==> src/hdl/dmc_params.svh <==
// DMC channel parameters
`ifndef DMC_PARAMS_SVH
`define DMC_PARAMS_SVH

// Sample memory layout
`define DMC_ADDR_BASE 'hC000
`define DMC_ADDR_UNIT 64
`define DMC_LEN_UNIT 16

// Output bit periods in aclk cycles, slowest first
`define DMC_RATE_0 214
`define DMC_RATE_1 190
`define DMC_RATE_2 170
`define DMC_RATE_3 160
`define DMC_RATE_4 143
`define DMC_RATE_5 127
`define DMC_RATE_6 113
`define DMC_RATE_7 107
`define DMC_RATE_8 95
`define DMC_RATE_9 80
`define DMC_RATE_10 71
`define DMC_RATE_11 64
`define DMC_RATE_12 53
`define DMC_RATE_13 42
`define DMC_RATE_14 36
`define DMC_RATE_15 27

// Top of the 7-bit output counter
`define DMC_LEVEL_MAX 127

`endif

==> src/hdl/dmc_pkg.sv <==
// DMC channel types
package dmc_pkg;

	typedef logic [7:0] sample_t;	// Sample or register byte
	typedef logic [6:0] level_t;	// DAC output level
	typedef logic [15:0] addr_t;	// CPU address
	typedef logic [11:0] length_t;	// Bytes left to fetch
	typedef logic [3:0] rate_idx_t;	// Index into the period table
	typedef logic [7:0] period_t;	// Rate timer count
	typedef logic [2:0] bit_idx_t;	// Position in the shift register

	// Fetch engine
	typedef enum logic [1:0] {
		IDLE,	// Bus left to the CPU
		STALL,	// RDY low, waiting for a read cycle
		GRANT	// DMC owns the address bus
	} fetch_state_t;

endpackage

==> src/hdl/dmc_cfg_if.sv <==
// DMC register settings bundle
`timescale 1ns/10ps

interface dmc_cfg_if;

	dmc_pkg::rate_idx_t rate_idx;	// $4010 bits 3:0
	logic loop;			// $4010 bit 6
	logic irq_en;			// $4010 bit 7
	dmc_pkg::sample_t start_byte;	// $4012
	dmc_pkg::sample_t length_byte;	// $4013
	logic enable;			// $4015 bit 4
	logic enable_wr;		// Strobe of any $4015 write

	modport regs (
		output rate_idx, loop, irq_en, start_byte, length_byte, enable, enable_wr
	);

	modport timer (
		input rate_idx
	);

	modport reader (
		input loop, irq_en, start_byte, length_byte, enable, enable_wr
	);

endinterface

==> src/hdl/dmc_regs.sv <==
// DMC channel registers
`timescale 1ns/10ps

module dmc_regs (
	input logic aclk,
	input logic reset,
	input dmc_pkg::sample_t data_in,
	input logic w4010,
	input logic w4011,
	input logic w4012,
	input logic w4013,
	input logic w4015,
	dmc_cfg_if.regs cfg,
	output logic level_load,
	output dmc_pkg::level_t level_value
);

	always_ff @(posedge aclk) begin
		if (reset) begin
			cfg.rate_idx <= '0;
			cfg.loop <= 1'b0;
			cfg.irq_en <= 1'b0;
			cfg.start_byte <= '0;
			cfg.length_byte <= '0;
			cfg.enable <= 1'b0;
		end else begin
			if (w4010) begin
				cfg.rate_idx <= data_in[3:0];	// Frequency select
				cfg.loop <= data_in[6];
				cfg.irq_en <= data_in[7];
			end
			if (w4012)
				cfg.start_byte <= data_in;	// Address = C000 + 64*A
			if (w4013)
				cfg.length_byte <= data_in;	// Length = 16*L + 1
			if (w4015)
				cfg.enable <= data_in[4];
		end
	end

	// The reader needs the strobe itself, not only the stored bit
	assign cfg.enable_wr = w4015;

	// Direct load of the output counter, bit 7 ignored
	assign level_load = w4011;
	assign level_value = data_in[6:0];

endmodule

==> src/hdl/dmc_rate_timer.sv <==
// DMC output rate timer
`timescale 1ns/10ps
`include "dmc_params.svh"

module dmc_rate_timer (
	input logic aclk,
	input logic reset,
	dmc_cfg_if.timer cfg,
	output logic tick
);

	dmc_pkg::period_t count;	// Cycles left in this period
	dmc_pkg::period_t period;	// Selected table entry

	always_comb begin
		case (cfg.rate_idx)
			4'd0: period = dmc_pkg::period_t'(`DMC_RATE_0);
			4'd1: period = dmc_pkg::period_t'(`DMC_RATE_1);
			4'd2: period = dmc_pkg::period_t'(`DMC_RATE_2);
			4'd3: period = dmc_pkg::period_t'(`DMC_RATE_3);
			4'd4: period = dmc_pkg::period_t'(`DMC_RATE_4);
			4'd5: period = dmc_pkg::period_t'(`DMC_RATE_5);
			4'd6: period = dmc_pkg::period_t'(`DMC_RATE_6);
			4'd7: period = dmc_pkg::period_t'(`DMC_RATE_7);
			4'd8: period = dmc_pkg::period_t'(`DMC_RATE_8);
			4'd9: period = dmc_pkg::period_t'(`DMC_RATE_9);
			4'd10: period = dmc_pkg::period_t'(`DMC_RATE_10);
			4'd11: period = dmc_pkg::period_t'(`DMC_RATE_11);
			4'd12: period = dmc_pkg::period_t'(`DMC_RATE_12);
			4'd13: period = dmc_pkg::period_t'(`DMC_RATE_13);
			4'd14: period = dmc_pkg::period_t'(`DMC_RATE_14);
			default: period = dmc_pkg::period_t'(`DMC_RATE_15);	// Index 15
		endcase
	end

	// Tick on the reload cycle, so one tick per table period
	assign tick = (count == '0);

	always_ff @(posedge aclk) begin
		if (reset)
			count <= '0;
		else if (tick)
			count <= period - 8'd1;
		else
			count <= count - 8'd1;
	end

endmodule

==> src/hdl/dmc_reader.sv <==
// DMC sample fetch engine
`timescale 1ns/10ps
`include "dmc_params.svh"

module dmc_reader (
	input logic aclk,
	input logic reset,
	dmc_cfg_if.reader cfg,
	input logic cpu_read,
	input dmc_pkg::sample_t data_in,
	input logic buf_take,
	output logic rdy,
	output logic dmc_ab,
	output dmc_pkg::addr_t dmc_addr,
	output logic buf_full,
	output dmc_pkg::sample_t buf_data,
	output logic dmc_int,
	output logic dmc_active
);

	dmc_pkg::fetch_state_t state;
	dmc_pkg::addr_t addr_cnt;	// Next fetch address
	dmc_pkg::length_t length_cnt;	// Bytes still to fetch
	dmc_pkg::addr_t start_addr;
	dmc_pkg::length_t start_length;
	logic restart_pend;		// $4015 write seen last cycle
	logic fetch_req;
	logic last_byte;

	assign start_addr = dmc_pkg::addr_t'(`DMC_ADDR_BASE + `DMC_ADDR_UNIT * cfg.start_byte);
	assign start_length = dmc_pkg::length_t'(`DMC_LEN_UNIT * cfg.length_byte + 1);

	assign dmc_active = (length_cnt != '0);
	assign fetch_req = cfg.enable && !buf_full && dmc_active;
	assign last_byte = (length_cnt == 12'd1);

	assign rdy = (state == dmc_pkg::IDLE);	// CPU halted in STALL and GRANT
	assign dmc_ab = (state == dmc_pkg::GRANT);
	assign dmc_addr = addr_cnt;

	always_ff @(posedge aclk) begin
		if (reset) begin
			state <= dmc_pkg::IDLE;
		end else begin
			case (state)
				dmc_pkg::IDLE:
					if (fetch_req)
						state <= dmc_pkg::STALL;
				dmc_pkg::STALL:
					if (cpu_read)
						state <= dmc_pkg::GRANT;	// Only a read cycle can be halted
				default:
					state <= dmc_pkg::IDLE;		// One bus cycle per byte
			endcase
		end
	end

	always_ff @(posedge aclk) begin
		if (reset) begin
			addr_cnt <= '0;
			length_cnt <= '0;
			buf_full <= 1'b0;
			dmc_int <= 1'b0;
			restart_pend <= 1'b0;
		end else begin
			restart_pend <= cfg.enable_wr;
			if (dmc_ab) begin
				buf_full <= 1'b1;
				// Address bit 15 stays set on wrap
				addr_cnt <= (addr_cnt == 16'hFFFF) ? 16'h8000 : addr_cnt + 16'd1;
				length_cnt <= length_cnt - 12'd1;
				if (last_byte && cfg.loop) begin
					addr_cnt <= start_addr;
					length_cnt <= start_length;
				end else if (last_byte && cfg.irq_en) begin
					dmc_int <= 1'b1;
				end
			end else if (buf_take) begin
				buf_full <= 1'b0;
			end
			// Enable bit has landed by now
			if (restart_pend) begin
				if (!cfg.enable) begin
					length_cnt <= '0;
				end else if (!dmc_active) begin
					addr_cnt <= start_addr;
					length_cnt <= start_length;
				end
			end
			if (cfg.enable_wr)
				dmc_int <= 1'b0;	// Any $4015 write acknowledges
		end
	end

	always_ff @(posedge aclk) begin
		if (dmc_ab)
			buf_data <= data_in;
	end

endmodule

==> src/hdl/dmc_output_unit.sv <==
// DMC output shifter and level counter
`timescale 1ns/10ps
`include "dmc_params.svh"

module dmc_output_unit (
	input logic aclk,
	input logic reset,
	input logic tick,
	input logic buf_full,
	input dmc_pkg::sample_t buf_data,
	input logic level_load,
	input dmc_pkg::level_t level_value,
	output logic buf_take,
	output dmc_pkg::level_t dmc_out
);

	dmc_pkg::sample_t shift_reg;	// Current byte, LSB goes out first
	dmc_pkg::bit_idx_t bit_cnt;
	logic silence;			// No byte was ready at the last wrap
	logic bit_wrap;
	logic step_up;
	logic step_down;

	assign bit_wrap = (bit_cnt == 3'd7);
	assign buf_take = tick && bit_wrap && buf_full;

	// Saturate at both ends instead of wrapping
	assign step_up = shift_reg[0] &&
		(dmc_out <= dmc_pkg::level_t'(`DMC_LEVEL_MAX - 2));
	assign step_down = !shift_reg[0] && (dmc_out >= 7'd2);

	always_ff @(posedge aclk) begin
		if (reset) begin
			bit_cnt <= '0;
			silence <= 1'b1;
		end else if (tick) begin
			bit_cnt <= bit_cnt + 3'd1;
			if (bit_wrap)
				silence <= !buf_full;
		end
	end

	always_ff @(posedge aclk) begin
		if (buf_take)
			shift_reg <= buf_data;	// New byte replaces the spent one
		else if (tick)
			shift_reg <= shift_reg >> 1;
	end

	always_ff @(posedge aclk) begin
		if (reset) begin
			dmc_out <= '0;
		end else if (level_load) begin
			dmc_out <= level_value;	// Direct write wins over a step
		end else if (tick && !silence) begin
			if (step_up)
				dmc_out <= dmc_out + 7'd2;
			else if (step_down)
				dmc_out <= dmc_out - 7'd2;
		end
	end

endmodule

==> src/hdl/dmc_channel.sv <==
// DMC channel top level
`timescale 1ns/10ps

module dmc_channel (
	input logic aclk,
	input logic reset,
	input dmc_pkg::sample_t data_in,
	input logic w4010,
	input logic w4011,
	input logic w4012,
	input logic w4013,
	input logic w4015,
	input logic cpu_read,
	output logic rdy,
	output logic dmc_ab,
	output dmc_pkg::addr_t dmc_addr,
	output logic dmc_int,
	output logic dmc_active,
	output dmc_pkg::level_t dmc_out
);

	logic tick;			// One output bit period elapsed
	logic buf_full;
	logic buf_take;
	dmc_pkg::sample_t buf_data;
	logic level_load;
	dmc_pkg::level_t level_value;

	dmc_cfg_if cfg_if ();

	dmc_regs dmc_regs_inst (
		.aclk        (aclk),
		.reset       (reset),
		.data_in     (data_in),
		.w4010       (w4010),
		.w4011       (w4011),
		.w4012       (w4012),
		.w4013       (w4013),
		.w4015       (w4015),
		.cfg         (cfg_if.regs),
		.level_load  (level_load),
		.level_value (level_value)
	);

	dmc_rate_timer dmc_rate_timer_inst (
		.aclk  (aclk),
		.reset (reset),
		.cfg   (cfg_if.timer),
		.tick  (tick)
	);

	dmc_reader dmc_reader_inst (
		.aclk       (aclk),
		.reset      (reset),
		.cfg        (cfg_if.reader),
		.cpu_read   (cpu_read),
		.data_in    (data_in),
		.buf_take   (buf_take),
		.rdy        (rdy),
		.dmc_ab     (dmc_ab),
		.dmc_addr   (dmc_addr),
		.buf_full   (buf_full),
		.buf_data   (buf_data),
		.dmc_int    (dmc_int),
		.dmc_active (dmc_active)
	);

	dmc_output_unit dmc_output_unit_inst (
		.aclk        (aclk),
		.reset       (reset),
		.tick        (tick),
		.buf_full    (buf_full),
		.buf_data    (buf_data),
		.level_load  (level_load),
		.level_value (level_value),
		.buf_take    (buf_take),
		.dmc_out     (dmc_out)
	);

endmodule

==> config.mk <==
export PLATFORM = sky130hd
export DESIGN_NAME = dmc_channel
export DESIGN_NICKNAME = d
export VERILOG_FILES = /design/src/hdl/dmc_pkg.sv /design/src/hdl/dmc_cfg_if.sv /design/src/hdl/dmc_regs.sv /design/src/hdl/dmc_rate_timer.sv /design/src/hdl/dmc_reader.sv /design/src/hdl/dmc_output_unit.sv /design/src/hdl/dmc_channel.sv
export VERILOG_INCLUDE_DIRS = /design/src /design/src/hdl
export SDC_FILE = /design/constraint.sdc
export NUM_CORES = 1
export LEC_CHECK = 0
export BUFFER_PORTS_ARGS = -buffer_cell sky130_fd_sc_hd__buf_2
export CAP_MARGIN = 30
export CORE_UTILIZATION = 64
export DETAILED_ROUTE_END_ITERATION = 8
export PLACE_DENSITY = 0.85
export SETUP_SLACK_MARGIN = 0.02
export SLEW_MARGIN = 10
export SYNTH_ARGS = -nofsm -noshare
export SYNTH_HDL_FRONTEND = slang
export SYNTH_HIERARCHICAL = 1
export SYNTH_SLANG_ARGS = --single-unit
==> constraint.sdc <==
create_clock -name aclk -period 3.3 [get_ports aclk]
set_input_delay 0.33 -clock aclk [delete_from_list [all_inputs] [get_ports aclk]]
set_output_delay 0.33 -clock aclk [all_outputs]
set_load 0.01 [all_outputs]
; After elaboration in Yosys (flattened, before gate mapping)
; Memory sizes are Yosys's and may differ from the RTL's. A register that Yosys moved wholly into a read port is not among the register bits.
; Cells that the tools add are included.
[classes]
n_addsub = 9
n_lt_le_gt_ge = 2
n_eq_ne = 7
n_mux = 25
bitwise = 1
reduce_logical = 24
[op_table]
columns = operator, n
row1 = 16-bit 2-to-1 mux, 6
row2 = 12-bit 2-to-1 mux, 5
row3 = 7-bit 2-to-1 mux, 4
row4 = 8-bit 2-to-1 mux, 3
row5 = 16-bit by 1-bit adder with 16-bit output (second input constant), 1
row6 = 16-bit by 14-bit adder with 16-bit output (first input constant), 1
row7 = 16-bit == test (second input constant), 1
row8 = 8-bit by 1-bit subtractor with 8-bit output (second input constant), 2
row9 = 12-bit by 1-bit adder with 12-bit output (second input constant), 1
row10 = 12-bit by 1-bit == test with 1-bit output (second input constant), 1
row11 = 12-bit nonzero test, 1
row12 = 12-bit by 1-bit subtractor with 12-bit output (second input constant), 1
row13 = 1-bit logical AND, 9
row14 = 8-bit zero test, 1
row15 = 4-bit 2-to-1 mux, 2
row16 = 7-bit by 2-bit adder with 7-bit output (second input constant), 1
row17 = 7-bit by 2-bit greater-or-equal comparator with 1-bit output (second input constant), 1
row18 = 7-bit less-or-equal comparator (second input constant), 1
row19 = 7-bit by 2-bit subtractor with 7-bit output (second input constant), 1
row20 = 2-bit AND reduction, 3
row21 = 2-bit nonzero test, 3
row22 = 2-bit 2-to-1 mux, 2
row23 = 2-bit case mux with 2 select lines, 1
row24 = 3-bit by 1-bit adder with 3-bit output (second input constant), 1
row25 = other kinds (12), 15
[word_totals]
reg_bits = 91
rom_bits = 128
inputBits = 16
output_inout_bits = 27
wordCells = 87
n_memories = 1
[mem_list]
columns = name, depth, word_bits, read_ports, rd_ports_with_merged_regs, write_ports, line_no
row1 = (name not given), 16, 8, 1, 1, 0, dmc_rate_timer.sv:16  ; case (cfg.rate_idx)

; Longest topological paths before layout
; Gate-level depths: netlist of run 1.
[depth]
word_depth = 7
mapped_depth = 10
depth_no_buf = 10

; Hierarchy
; Netlist of run 1, hierarchy kept.
[modules_own_cells]
columns = module, instances, cells_per_inst, area_each_um2, seq_area_each_um2
row1 = dmc_reader, 1, 249, 2252.2, 900.9
row2 = dmc_output_unit, 1, 112, 1046.0, 460.4
row3 = dmc_regs, 1, 83, 884.6, 460.4
row4 = dmc_rate_timer, 1, 97, 820.8, 160.2

; Worst setup path after synthesis of run 1
; Ideal clock, no wire load.
[synth_path]
kind = reg-to-reg
startpoint = register dmc_output_unit_inst.dmc_out[1]
endpoint = register dmc_output_unit_inst.dmc_out[4]
setup_time_ns = 0.091
t_arrival_ns = 2.065
required_ns = 3.209
setup_slack_ns = 1.144
stages_incl_launch_ff = 9
path_buffers = 1
period_less_slack_ns = 2.156
path_cell_list = dfxtp_1 inv_1 ha_1 a21o_1 a31o_1 buf_2 mux2_2 or3_1 a311oi_1
[synth_via]
elab_chain_cells = 5
word_cells_on_any_way = 12
classes_between = 2 x add/sub / 2 x order compare / 4 x mux / 4 x reduce/logical
[synth_rtl]
columns = element, line_no
row1 = from (decl), dmc_output_unit.sv:14  ; output dmc_pkg::level_t dmc_out
row2 = from (signal assigned), dmc_output_unit.sv:54  ; dmc_out <= level_value;
row3 = from (signal assigned), dmc_output_unit.sv:57  ; dmc_out <= dmc_out + 7'd2;
row4 = from (signal assigned), dmc_output_unit.sv:59  ; dmc_out <= dmc_out - 7'd2;
row5 = 7-bit by 2-bit subtractor with 7-bit output / 7-bit less-or-equal comparator (equally long branches), "dmc_output_unit.sv:59, dmc_output_unit.sv:29"
row6 = 7-bit 2-to-1 mux / 1-bit logical AND (equally long branches), "dmc_output_unit.sv:58, dmc_output_unit.sv:28"
row7 = 7-bit 2-to-1 mux, dmc_output_unit.sv:56  ; if (step_up)
row8 = 7-bit 2-to-1 mux, dmc_output_unit.sv:55  ; end else if (tick && !silence) begin
row9 = 7-bit 2-to-1 mux, dmc_output_unit.sv:53  ; end else if (level_load) begin
; Parallel ways exist; a longest one is shown, timed or not. The select of a mux whose other input is x is not followed.
; A chain may end at the register's enable or synchronous reset.

; Worst setup path after layout of run 1
[layout_path]
startpoint = register dmc_reader_inst.length_cnt[3]
endpoint = output port dmc_active
[layout_via]
elab_chain_cells = 1
[layout_rtl]
columns = element, line_no
row1 = from (decl), dmc_reader.sv:23  ; dmc_pkg::length_t length_cnt;
row2 = from (signal assigned), dmc_reader.sv:71  ; length_cnt <= length_cnt - 12'd1;
row3 = from (signal assigned), dmc_reader.sv:74  ; length_cnt <= start_length;
row4 = from (signal assigned), dmc_reader.sv:87  ; length_cnt <= start_length;
row5 = 12-bit nonzero test, dmc_reader.sv:33  ; assign dmc_active = (length_cnt != '0);
row6 = to (decl), dmc_channel.sv:18  ; output logic dmc_active,
; Every way passes these cells.

==> summary.txt, run 1 <==
Global routing
  • GRT Overall Usage: 27.4%
  • Grt total ovfl: 0
  • First-pass GRT wire length: 18.2 mm
  • Largest net degree at the start of global routing: 43
  • Vias in the first global route: 3784
  • Antenna violations before repair: 0

Synthesis
  • Commonest register cell after synthesis: dfxtp_1
  • Syn Nets: 573
  • Synthesis-stage register bit count: roughly 90
  • Post-synth EDFFs: 16
  • YS warnings: 6
  • Asr flop ratio synth: 0%
  • Synth Instances: 541
  • Syn Std Cell Area: 0.00500 sq mm
  • Syn_area_per_cell: 9.25 sq um
  • Unique masters post-synth: 81
  • Seq/Total Area, Yosys: 39.6%

Setup path
  • R2R cell count: 5
  • Worst Path Max Fanout: 13
  • WS Path Type: reg2out
  • Crit path cell chain: or4_4, nor3_2, nand2_1, buf_2
  • Reg2Reg Capture Point: dmc_reader_inst/length_cnt[8]
  • Worst Setup Start Kind: flip-flop
  • Worst Setup EP: dmc_active
  • CP max stage cell: or4_4
  • Crit. End Element: primary output
  • R2R setup slack: 0.96 ns
  • Buf+Inv Stages, Crit Path: 1
  • Top delay family on crit path: simple AND/OR/NAND/NOR gates
  • Critical path depth: 4
  • Largest stage delay, worst path: slightly below 0.7 ns
  • Data arrival, critical path: roughly 2 ns
  • Reg2reg start: dmc_reader_inst/length_cnt[3]
  • Crit. Startpoint: dmc_reader_inst/length_cnt[3]
  • CP required: ~3.0 ns

Cells and area
  • FF/Latch Area: 0.00198 sq mm
  • Fin nets: between 500 and 600
  • Layout cells sized above 1: 15.9%
  • Area delta synth->final: 5.85%
  • Number of flip-flops in the largest register: 16
  • Area of the multi-input gates: 0.00272 sq mm
  • Ant diodes: 0
  • Number of fill cells: between 500 and 600

Power
  • Clk pwr share: 24.3%
  • Leak pwr: 2.11 nW
  • Cell Int Power: 0.00189 W
  • Power Density: between 500 and 600 mW/mm^2
  • Combinational share of power: 27.7%
  • Switching Fraction: 34.6%
  • Seq pwr share: 48.0%
  • Psw: approximately 0.001 W
  • VDD IR max: 280 uV

Drt
  • # DRC: 0
  • Post-DR wirelength/cell: 16.7 microns
  • Via count: 4099
  • Final WL: approximately 11 mm
  • Vias per cell: 6.17
  • DR iter-0 viols: 262
  • Iteration count of the initial detailed-routing pass: 5
  • Routed Antenna Nets: 0

Timing
  • Setup tns final: 0 ns
  • Period utilisation layout: approximately 70%
  • Clock Skews: 0.0109 ns
  • RSZ-0062 raised after global routing: no
  • Worst hold slack: 0.201 ns
  • Endpoints failing setup: 0
  • Final hold viol count: 0
  • Final min period: roughly 2.4 ns
  • Count of final max-slew check failures: 0
  • Max Clock Freq: around 0.42 GHz
  • Slew at the pin closest to its max-slew limit: 0.723 ns
  • Max-Slew Margin vs Limit: roughly half

Clock network
  • CTS root buf: clkbuf_8
  • Hold buffer count at CTS: 0
  • Clock-pin slew on the worst setup and hold paths: 0.10 ns
  • Num CTS Buffers: 9
  • Postcts setup bufs: 0
  • H-tree levels: 3
  • Clk_lat worst skew: 0.37 ns
  • # clock sinks: approximately 90
  • Cts repair resizes: 0
  • Clk buf depth: 2
  • CTS tree: built

Floorplan
  • Die height: about 90 microns
  • Die Span X: 90.4 microns
  • Row count: 31
  • Core ar.: 0.00741 sq mm
  • DIE AREA: 0.00818 sq mm
  • IO Count: 43
  • Initial core utilization: 67.5%

Place
  • DPL Wire Length: ~7.9 mm
  • Routability cong.: between 0.8 and 0.9
  • IO Port Bufs: 42

Flow run
  • Total of max-cap violations: 0

Outcome
  • Status: finished, final reports clean

Hold path
  • Min-delay worst type: in2reg
per-layer routing:
metal	track usage, %	share of wire, %
met1	36.9	47
met2	44.0	47
met3	4.63	4.8
met4	10.8	1.5
met5	0	0
cell type report:
cell class                 instances  share of cell area [%]
clock buffer                      10                    2.41
tap                               99                    2.34
sequential                        91                    37.4
clock inverter                     6                   0.898
inverter                          18                    1.28
multi-input combinational        395                    51.3
timing repair buffer              45                    4.39
power by group through the flow:
stage          clock network (W)  logic, W  registers, W
2_1_floorplan                  0  0.000680       0.00138
3_3_place_gp                   0  0.000768       0.00140
3_5_place_dp                   0  0.000789       0.00141
4_1_cts                 0.000714  0.000794       0.00139
5_1_grt                 0.000758  0.000885       0.00140
6_report                0.000702  0.000801       0.00139
cell families after synthesis:
logic type	after synthesis	share of synthesized area (%)
compound gates	105	15.8
xor+xnor	18	3.15
fa+ha+maj	16	4.00
buf+inv	55	6.13
flops	91	39.6
mux	36	7.35
simple gates	220	24.0
through the flow:
step                utilization (%)  cell area (sq um)  std cells  power [W]  setup WS, ns
finish                         71.5               5300        664    0.00289         0.934
global route                   71.5               5300        664    0.00305         0.762
CTS                            71.5               5300        664    0.00289         0.917
detailed placement             69.1               5120        648    0.00220         0.988
global placement               69.1               5120        648    0.00217          1.08
floorplan                         -               5000        541    0.00206          1.14
placed cells by master (no fill, tap or decap), drive strengths merged, types with 5 or more instances in the layout:
cell / n
dfxtp: 75
nor2: 62
nand2: 45
buf: 45
mux2i: 33
a21oi: 24
inv: 21
nor3: 19
nand3: 18
ha: 16
edfxtp: 16
xnor2: 13
o21ai: 13
nand2b: 12
or3: 11
nor4: 11
clkbuf: 10
a211oi: 9
a311oi: 7
nand4: 7
a31oi: 6
xor2: 5
Yosys cell counts (all sizes together) (12+ instances only):
master / number / area, sq um
dfxtp: 75 / 1500
mux2i: 33 / 330
ha: 16 / 200
buf: 23 / 186
o21ai: 13 / 72.6
clkbuf: 14 / 52.6
nand2b: 12 / 75.1
a21oi: 24 / 124
nand3: 18 / 90.1
nor3: 19 / 111
xnor2: 13 / 114
nand2: 45 / 169
nor2: 62 / 233
inv: 17 / 63.8
edfxtp: 16 / 480
worst min-delay path by stage:
stage	end	from	slack, ns	depth (start not counted)
CTS	dmc_reader_inst/buf_data[5]	data_in[5]	0.20	1
detailed placement	dmc_reader_inst/dmc_addr[11]	dmc_regs_inst/cfg.start_byte[5]	0.45	2
global route	dmc_reader_inst/buf_data[5]	data_in[5]	0.19	1
finish	dmc_reader_inst/buf_data[7]	data_in[7]	0.20	1
global placement	dmc_reader_inst/dmc_addr[11]	dmc_regs_inst/cfg.start_byte[5]	0.45	2
floorplan	dmc_regs_inst/cfg.enable	reset	0.40	1
Power figures use the tool's default switching activity.
==> inputs of run 2 (changes only) <==
--- a/config.mk
+++ b/config.mk
@@ -6,11 +6,12 @@
 export SDC_FILE = /design/constraint.sdc
 export NUM_CORES = 1
 export LEC_CHECK = 0
+export ABC_AREA = 1
 export BUFFER_PORTS_ARGS = -buffer_cell sky130_fd_sc_hd__buf_2
 export CAP_MARGIN = 30
-export CORE_UTILIZATION = 64
+export CORE_UTILIZATION = 60
 export DETAILED_ROUTE_END_ITERATION = 8
-export PLACE_DENSITY = 0.85
+export PLACE_DENSITY = 0.8
 export SETUP_SLACK_MARGIN = 0.02
 export SLEW_MARGIN = 10
 export SYNTH_ARGS = -nofsm -noshare
==> constraint.sdc (replaced) <==
create_clock -name aclk -period 2.4 [get_ports aclk]
set_input_delay 0.24 -clock aclk [delete_from_list [all_inputs] [get_ports aclk]]
set_output_delay 0.24 -clock aclk [all_outputs]
set_load 0.01 [all_outputs]
==> summary.txt, run 2 <==
Outcome
  • Status: finished with violations
  • Failing checks: design-rule violations

Setup path
  • Crit. End Element: flip-flop
  • Crit path cell chain: inv_1, ha_1, nand3_1, nand2_1, nand2_1, nand2_2, ha_1, nand3_1, nor2_2, nand3_1, nand2_1, inv_1, nor2_1
  • Worst Setup Start Kind: flip-flop
  • Reg2reg start: dmc_regs_inst/cfg.rate_idx[0]
  • CP required: 2.71 ns (-0.26 ns)
  • Data arrival, critical path: 2.43 ns (+0.39 ns)
  • Crit. Startpoint: dmc_regs_inst/cfg.rate_idx[0]
  • WS Path Type: reg2reg
  • R2R setup slack: 0.28 ns (-0.68 ns)
  • Buf+Inv Stages, Crit Path: 2 (+1)
  • Reg2Reg Capture Point: dmc_rate_timer_inst/count[6]
  • R2R cell count: 13 (+8)
  • Largest stage delay, worst path: 0.39 ns (-0.29 ns)
  • Worst Path Max Fanout: 6 (-7)
  • Top delay family on crit path: simple AND/OR/NAND/NOR gates
  • Worst Setup EP: dmc_rate_timer_inst/count[6]
  • Critical path depth: 13 (+9)
  • CP max stage cell: dfxtp_1

Synthesis
  • Seq/Total Area, Yosys: 35.8% (-3.8 points)
  • Synthesis-stage register bit count: 91 (unchanged)
  • Top cells by instance count after synthesis: nand2_1 (220), nor2_1 (123), dfxtp_1 (75)
  • Synth area leaders: dfxtp_1 (27%), nand2_1 (15%), edfxtp_1 (8.7%), nor2_1 (8.3%), inv_1 (5.0%)
  • YS warnings: 6 (unchanged)
  • Syn_area_per_cell: 7.06 sq um (-24%)
  • Commonest register cell after synthesis: dfxtp_1
  • Cell taking the most area after synthesis: dfxtp_1
  • Most frequent cell after synthesis: nand2_1
  • Synth Instances: 783 (+45%)
  • Synth top area share: 27.1% (-2.9 points)
  • Unique masters post-synth: 40 (-51%)
  • Syn Nets: 815 (+42%)
  • Asr flop ratio synth: 0% (unchanged)
  • Post-synth EDFFs: 16 (unchanged)
  • Syn Std Cell Area: 0.00553 sq mm (+11%)

Global routing
  • Largest net degree at the start of global routing: 29 (-33%)
  • First-pass GRT wire length: 21.2 mm (+17%)
  • Grt total ovfl: 0 (unchanged)
  • Vias in the first global route: 4676 (+24%)
  • Antenna violations before repair: 0 (unchanged)
  • GRT Overall Usage: 27.1% (-0.36 points)

Cells and area
  • Finished layout cell area: 0.00589 sq mm (+11%)
  • Number of fill cells: 767 (+33%)
  • Fin nets: 847 (+43%)
  • Layout cells sized above 1: 17.4% (+1.5 points)
  • Area delta synth->final: 6.51%
  • Ant diodes: 0 (unchanged)
  • Number of flip-flops in the largest register: 16 (unchanged)
  • Most common cell after layout, fill and taps aside: nand2_1
  • Commonest non-fill, non-tap cells in the layout: nand2_1 (220), nor2_1 (123), dfxtp_1 (75)

Floorplan
  • Core ar.: 0.00881 sq mm (+19%)
  • Die Span X: 98.0 microns (+8.4%)
  • Row count: 34 (+9.7%)
  • Initial core utilization: 62.8% (-4.7 points)
  • IO Count: 43 (unchanged)
  • DIE AREA: 0.00961 sq mm (+18%)
  • Die height: 98.0 microns (+8.4%)

Clock network
  • H-tree levels: 3 (unchanged)
  • Clock-pin slew on the worst setup and hold paths: 0.09 ns (about the same)
  • # clock sinks: 91 (unchanged)
  • Clk buf depth: 2 (unchanged)
  • Hold buffer count at CTS: 0 (unchanged)
  • Num CTS Buffers: 9 (unchanged)
  • CTS root buf: clkbuf_8
  • Cts repair resizes: 0 (unchanged)
  • CTS tree: built
  • Clk_lat worst skew: 0.36 ns (about the same)
  • Postcts setup bufs: 0 (unchanged)

Drt
  • Post-DR wirelength/cell: 13.2 microns (-21%)
  • DR iter-0 viols: 249 (-5.0%)
  • Via count: 4890 (+19%)
  • Routed Antenna Nets: 0 (unchanged)
  • Vias per cell: 5.27 (-15%)
  • Iteration count of the initial detailed-routing pass: 7 (+2)
  • # DRC: 2 (+2)
  • Final WL: 12.2 mm (+11%)

Hold path
  • Min-delay worst type: in2reg

Place
  • DPL Wire Length: 9.12 mm (+15%)
  • Routability cong.: 0.939 (+4.3%)
  • IO Port Bufs: 42 (unchanged)
  • Cell Area, Placed: 0.00570 sq mm (+11%)

Timing
  • Setup tns final: 0 ns (unchanged)
  • Period utilisation layout: 88.5%
  • Max Clock Freq: 0.471 GHz
  • RSZ-0062 raised after global routing: no
  • Count of final max-slew check failures: 0 (unchanged)
  • Slew at the pin closest to its max-slew limit: 0.625 ns (-0.0986 ns)
  • Max-Slew Margin vs Limit: 58.3% (+6.5 points)
  • Final hold viol count: 0 (unchanged)
  • Clock Skews: 0.00700 ns (-0.00387 ns)
  • Final min period: 2.12 ns
  • Endpoints failing setup: 0 (unchanged)

Power
  • VDD IR max: 339 uV (+21%)
  • Power Density: 756 mW/mm^2 (+39%)
  • Leak pwr: 2.74 nW (+30%)
  • Pwr Total: 0.00446 W (+54%)

Flow run
  • Total of max-cap violations: 0 (unchanged)
[run 2: changes by cell type after synthesis, sizes merged, moves of 12 or more]
cell / before / now
inv: 17 / 85
mux2i: 33 / 0
nand2: 45 / 243
nand2b: 12 / 0
nand3: 18 / 49
nor2: 62 / 148
nor3: 19 / 6
o21ai: 13 / 37
[run 2: worst min path at each step]
| stage | from | to | slack [ns] | depth (start not counted) |
|---|---|---|---|---|
| 2_1_floorplan | reset | dmc_output_unit_inst/dmc_out[2] | 0.30 | 1 |
| 3_3_place_gp | dmc_reader_inst/dmc_int | dmc_reader_inst/dmc_int | 0.43 | 2 |
| 3_5_place_dp | dmc_reader_inst/dmc_int | dmc_reader_inst/dmc_int | 0.44 | 2 |
| 4_1_cts | data_in[5] | dmc_reader_inst/buf_data[5] | 0.08 | 1 |
| 5_1_grt | data_in[3] | dmc_reader_inst/buf_data[3] | 0.07 | 1 |
| 6_report | data_in[5] | dmc_reader_inst/buf_data[5] | 0.09 | 1 |
[run 2: logic make-up after synthesis]
group | synth area share [%]
xor+xnor | 3.01
fa+ha+maj | 3.62
simple gates | 39.5
flops | 35.8
compound gates | 8.41
buf+inv | 9.64
[run 2: metrics by stage]
step	std cells	setup WS (ns)	utilization [%]	hold WS, ns
3_5_place_dp	912	0.327	64.7	0.441
4_1_cts	928	0.297	66.9	0.0790
6_report	928	0.275	66.9	0.0879
3_3_place_gp	912	0.445	64.7	0.433
5_1_grt	928	0.0722	66.9	0.0743
2_1_floorplan	783	0.574	-	0.302
[run 2: area by class of cell]
class / count / area [sq um] / area share [%]
inverters: 86 / 323 / 5.48
clock buffers: 10 / 149 / 2.53
flip-flops and latches: 91 / 1980 / 33.6
multi-input cells: 581 / 3020 / 51.2
well taps: 108 / 135 / 2.29
repair buffers: 46 / 240 / 4.08
clock inverters: 6 / 46.3 / 0.786
[run 2: layer usage]
layer,global-route usage (%),vias up,share of wire (%)
met1,35.2,2213,46
met3,4.37,20,5.0
met5,0,-,0
met4,8.04,0,1.4
met2,46.3,124,47
li1,-,2533,-
[run 2: power by group]
part,switching (W),internal (W)
Clock,0.000568,0.000449
Sequential,0.000141,0.00176
Combinational,0.000993,0.000543
Total,0.00170,0.00275
==> inputs of run 3 (changes only) <==
--- a/config.mk
+++ b/config.mk
@@ -9,9 +9,9 @@
 export ABC_AREA = 1
 export BUFFER_PORTS_ARGS = -buffer_cell sky130_fd_sc_hd__buf_2
 export CAP_MARGIN = 30
-export CORE_UTILIZATION = 60
+export CORE_UTILIZATION = 55
 export DETAILED_ROUTE_END_ITERATION = 8
-export PLACE_DENSITY = 0.8
+export PLACE_DENSITY = 0.77
 export SETUP_SLACK_MARGIN = 0.02
 export SLEW_MARGIN = 10
 export SYNTH_ARGS = -nofsm -noshare
==> constraint.sdc (replaced) <==
create_clock -name aclk -period 1.9 [get_ports aclk]
set_input_delay 0.19 -clock aclk [delete_from_list [all_inputs] [get_ports aclk]]
set_output_delay 0.19 -clock aclk [all_outputs]
set_load 0.01 [all_outputs]
==> summary.txt, run 3 (same netlist as run 2, synthesis figures left out) <==
Cells and area
  • Commonest non-fill, non-tap cells in the layout: nand2_1 (220), nor2_1 (122), inv_1 (71), dfxtp_1 (71), buf_2 (42)
  • Ant diodes: 0 (unchanged)
  • Most common cell after layout, fill and taps aside: nand2_1
  • Number of flip-flops in the largest register: 16 (unchanged)
  • Area delta synth->final: 10.5%
  • Number of fill cells: 913 (+19%)
  • Finished layout cell area: 0.00611 sq mm (+3.7%)
  • Fin nets: 862 (+1.8%)
  • Layout cells sized above 1: 20.7% (+3.3 points)

Setup path
  • Worst Path Max Fanout: 6 (unchanged)
  • Top delay family on crit path: simple AND/OR/NAND/NOR gates
  • Worst Setup Start Kind: flip-flop
  • Buf+Inv Stages, Crit Path: 2 (unchanged)
  • CP max stage cell: dfxtp_2
  • Data arrival, critical path: 2.09 ns (-0.34 ns)
  • Cell mode on critical path: nand2_1
  • Largest stage delay, worst path: 0.37 ns (-0.02 ns)
  • Crit. End Element: flip-flop
  • Crit path cell chain: inv_4, ha_4, nand3_1, nand2_1, nand2_1, nand2_2, ha_4, nand3_4, nor2_4, nand3_1, nand2_1, inv_1, nor2_1
  • WS Path Type: reg2reg
  • CP required: 2.21 ns (-0.50 ns)

Drt
  • Vias per cell: 5.12 (-2.9%)
  • Iteration count of the initial detailed-routing pass: 5 (-2)
  • # DRC: 0 (-2)
  • DR iter-0 viols: 234 (-6.0%)
  • Post-DR wirelength/cell: 13.0 microns (-1.8%)
  • Via count: 4955 (+1.3%)
  • Routed Antenna Nets: 0 (unchanged)
  • Final WL: 12.5 mm (+2.5%)

Timing
  • Endpoints failing setup: 0 (unchanged)
  • Final hold viol count: 0 (unchanged)
  • Final min period: 1.79 ns (-0.339 ns)
  • Count of final max-slew check failures: 0 (unchanged)
  • Period utilisation layout: 94.0% (+5.4 points)
  • Worst hold slack: 0.0247 ns (-0.0632 ns)
  • Slew at the pin closest to its max-slew limit: 0.643 ns (+0.0184 ns)
  • Clock Skews: 0.00938 ns (+0.00237 ns)
  • Max-Slew Margin vs Limit: 57.1% (-1.2 points)
  • Max Clock Freq: 0.560 GHz (+19%)

Power
  • Power Density: 965 mW/mm^2 (+28%)
  • Leak pwr: 2.82 nW (+3.0%)
  • VDD IR max: 687 uV (+100%)

Global routing
  • Antenna violations before repair: 0 (unchanged)
  • Largest net degree at the start of global routing: 24 (-17%)
  • Vias in the first global route: 4617 (-1.3%)
  • GRT Overall Usage: 25.4% (-1.6 points)
  • First-pass GRT wire length: 21.0 mm (-1.2%)
  • Grt total ovfl: 0 (unchanged)

Floorplan
  • Core ar.: 0.00977 sq mm (+11%)
  • DIE AREA: 0.0105 sq mm (+8.9%)
  • Die Span X: 102 microns (+4.4%)
  • Die height: 102 microns (+4.4%)
  • Row count: 36 (+5.9%)
  • Initial core utilization: 56.6% (-6.2 points)
  • IO Count: 43 (unchanged)

Place
  • IO Port Bufs: 42 (unchanged)
  • DPL Wire Length: 9.27 mm (+1.6%)
  • Routability cong.: 0.894 (-4.8%)
  • Cell Area, Placed: 0.00580 sq mm (+1.9%)

Clock network
  • CTS tree: built
  • Hold buffer count at CTS: 0 (unchanged)
  • Clk_lat worst skew: 0.36 ns (about the same)
  • Clk buf depth: 2 (unchanged)
  • CTS root buf: clkbuf_8
  • # clock sinks: 91 (unchanged)
  • Clock-pin slew on the worst setup and hold paths: 0.10 ns (about the same)
  • Num CTS Buffers: 9 (unchanged)
  • H-tree levels: 3 (unchanged)

Hold path
  • Min-delay worst type: in2reg

Outcome
  • Status: finished, final reports clean

Flow run
  • Total of max-cap violations: 0 (unchanged)
-- run 3: what timing repair did --
item                                    CTS  global route
pin swaps                                 1             3
setup buffers                             0             5
endpoints found under the setup margin    4             8
gates resized for setup                   3            17
cloned                                    0             0
-- run 3: final cells by class --
| class | instances | area [sq um] | share of cell area, % |
|---|---|---|---|
| multi-input combinational | 581 | 3090 | 50.5 |
| sequential | 91 | 1990 | 32.5 |
| timing repair buffer | 61 | 353 | 5.77 |
| inverter | 86 | 325 | 5.32 |
| tap | 133 | 166 | 2.72 |
| clock buffer | 10 | 149 | 2.44 |
| clock inverter | 6 | 45.0 | 0.737 |
-- run 3: where the power goes --
part / internal [W] / switching [W]
Sequential: 0.00223 / 0.000177
Combinational: 0.000855 / 0.00136
Clock: 0.000565 / 0.000715
-- run 3: through the flow --
step | setup WS (ns) | utilization, % | instances | total power (W) | setup TNS, ns
after floorplan | 0.0741 | - | 783 | 0.00399 | 0
after global placement | 0.0415 | 59.4 | 947 | 0.00430 | 0
after detailed placement | -0.0754 | 59.4 | 947 | 0.00438 | -0.0754
after CTS | 0.0135 | 61.5 | 963 | 0.00567 | 0
after global routing | -0.0232 | 62.5 | 968 | 0.00631 | -0.0232
final | 0.115 | 62.5 | 968 | 0.00590 | 0
-- run 3: worst paths after layout --
check / slack [ns] / startpoint / endpoint / cells after the start
max: 0.11 / dmc_regs_inst/cfg.rate_idx[0] / dmc_rate_timer_inst/count[6] / 13
min: 0.02 / data_in[7] / dmc_reader_inst/buf_data[7] / 1
max reg2reg: 0.11 / dmc_regs_inst/cfg.rate_idx[0] / dmc_rate_timer_inst/count[6] / 13
min reg2reg: 0.45 / dmc_reader_inst/dmc_int / dmc_reader_inst/dmc_int / 2
-- run 3: metal layers --
metal	GRT usage, %	part of all wire (%)
met1	31.9	44
met2	45.3	49
met3	4.79	6.1
met4	5.71	0.80
met5	0	0
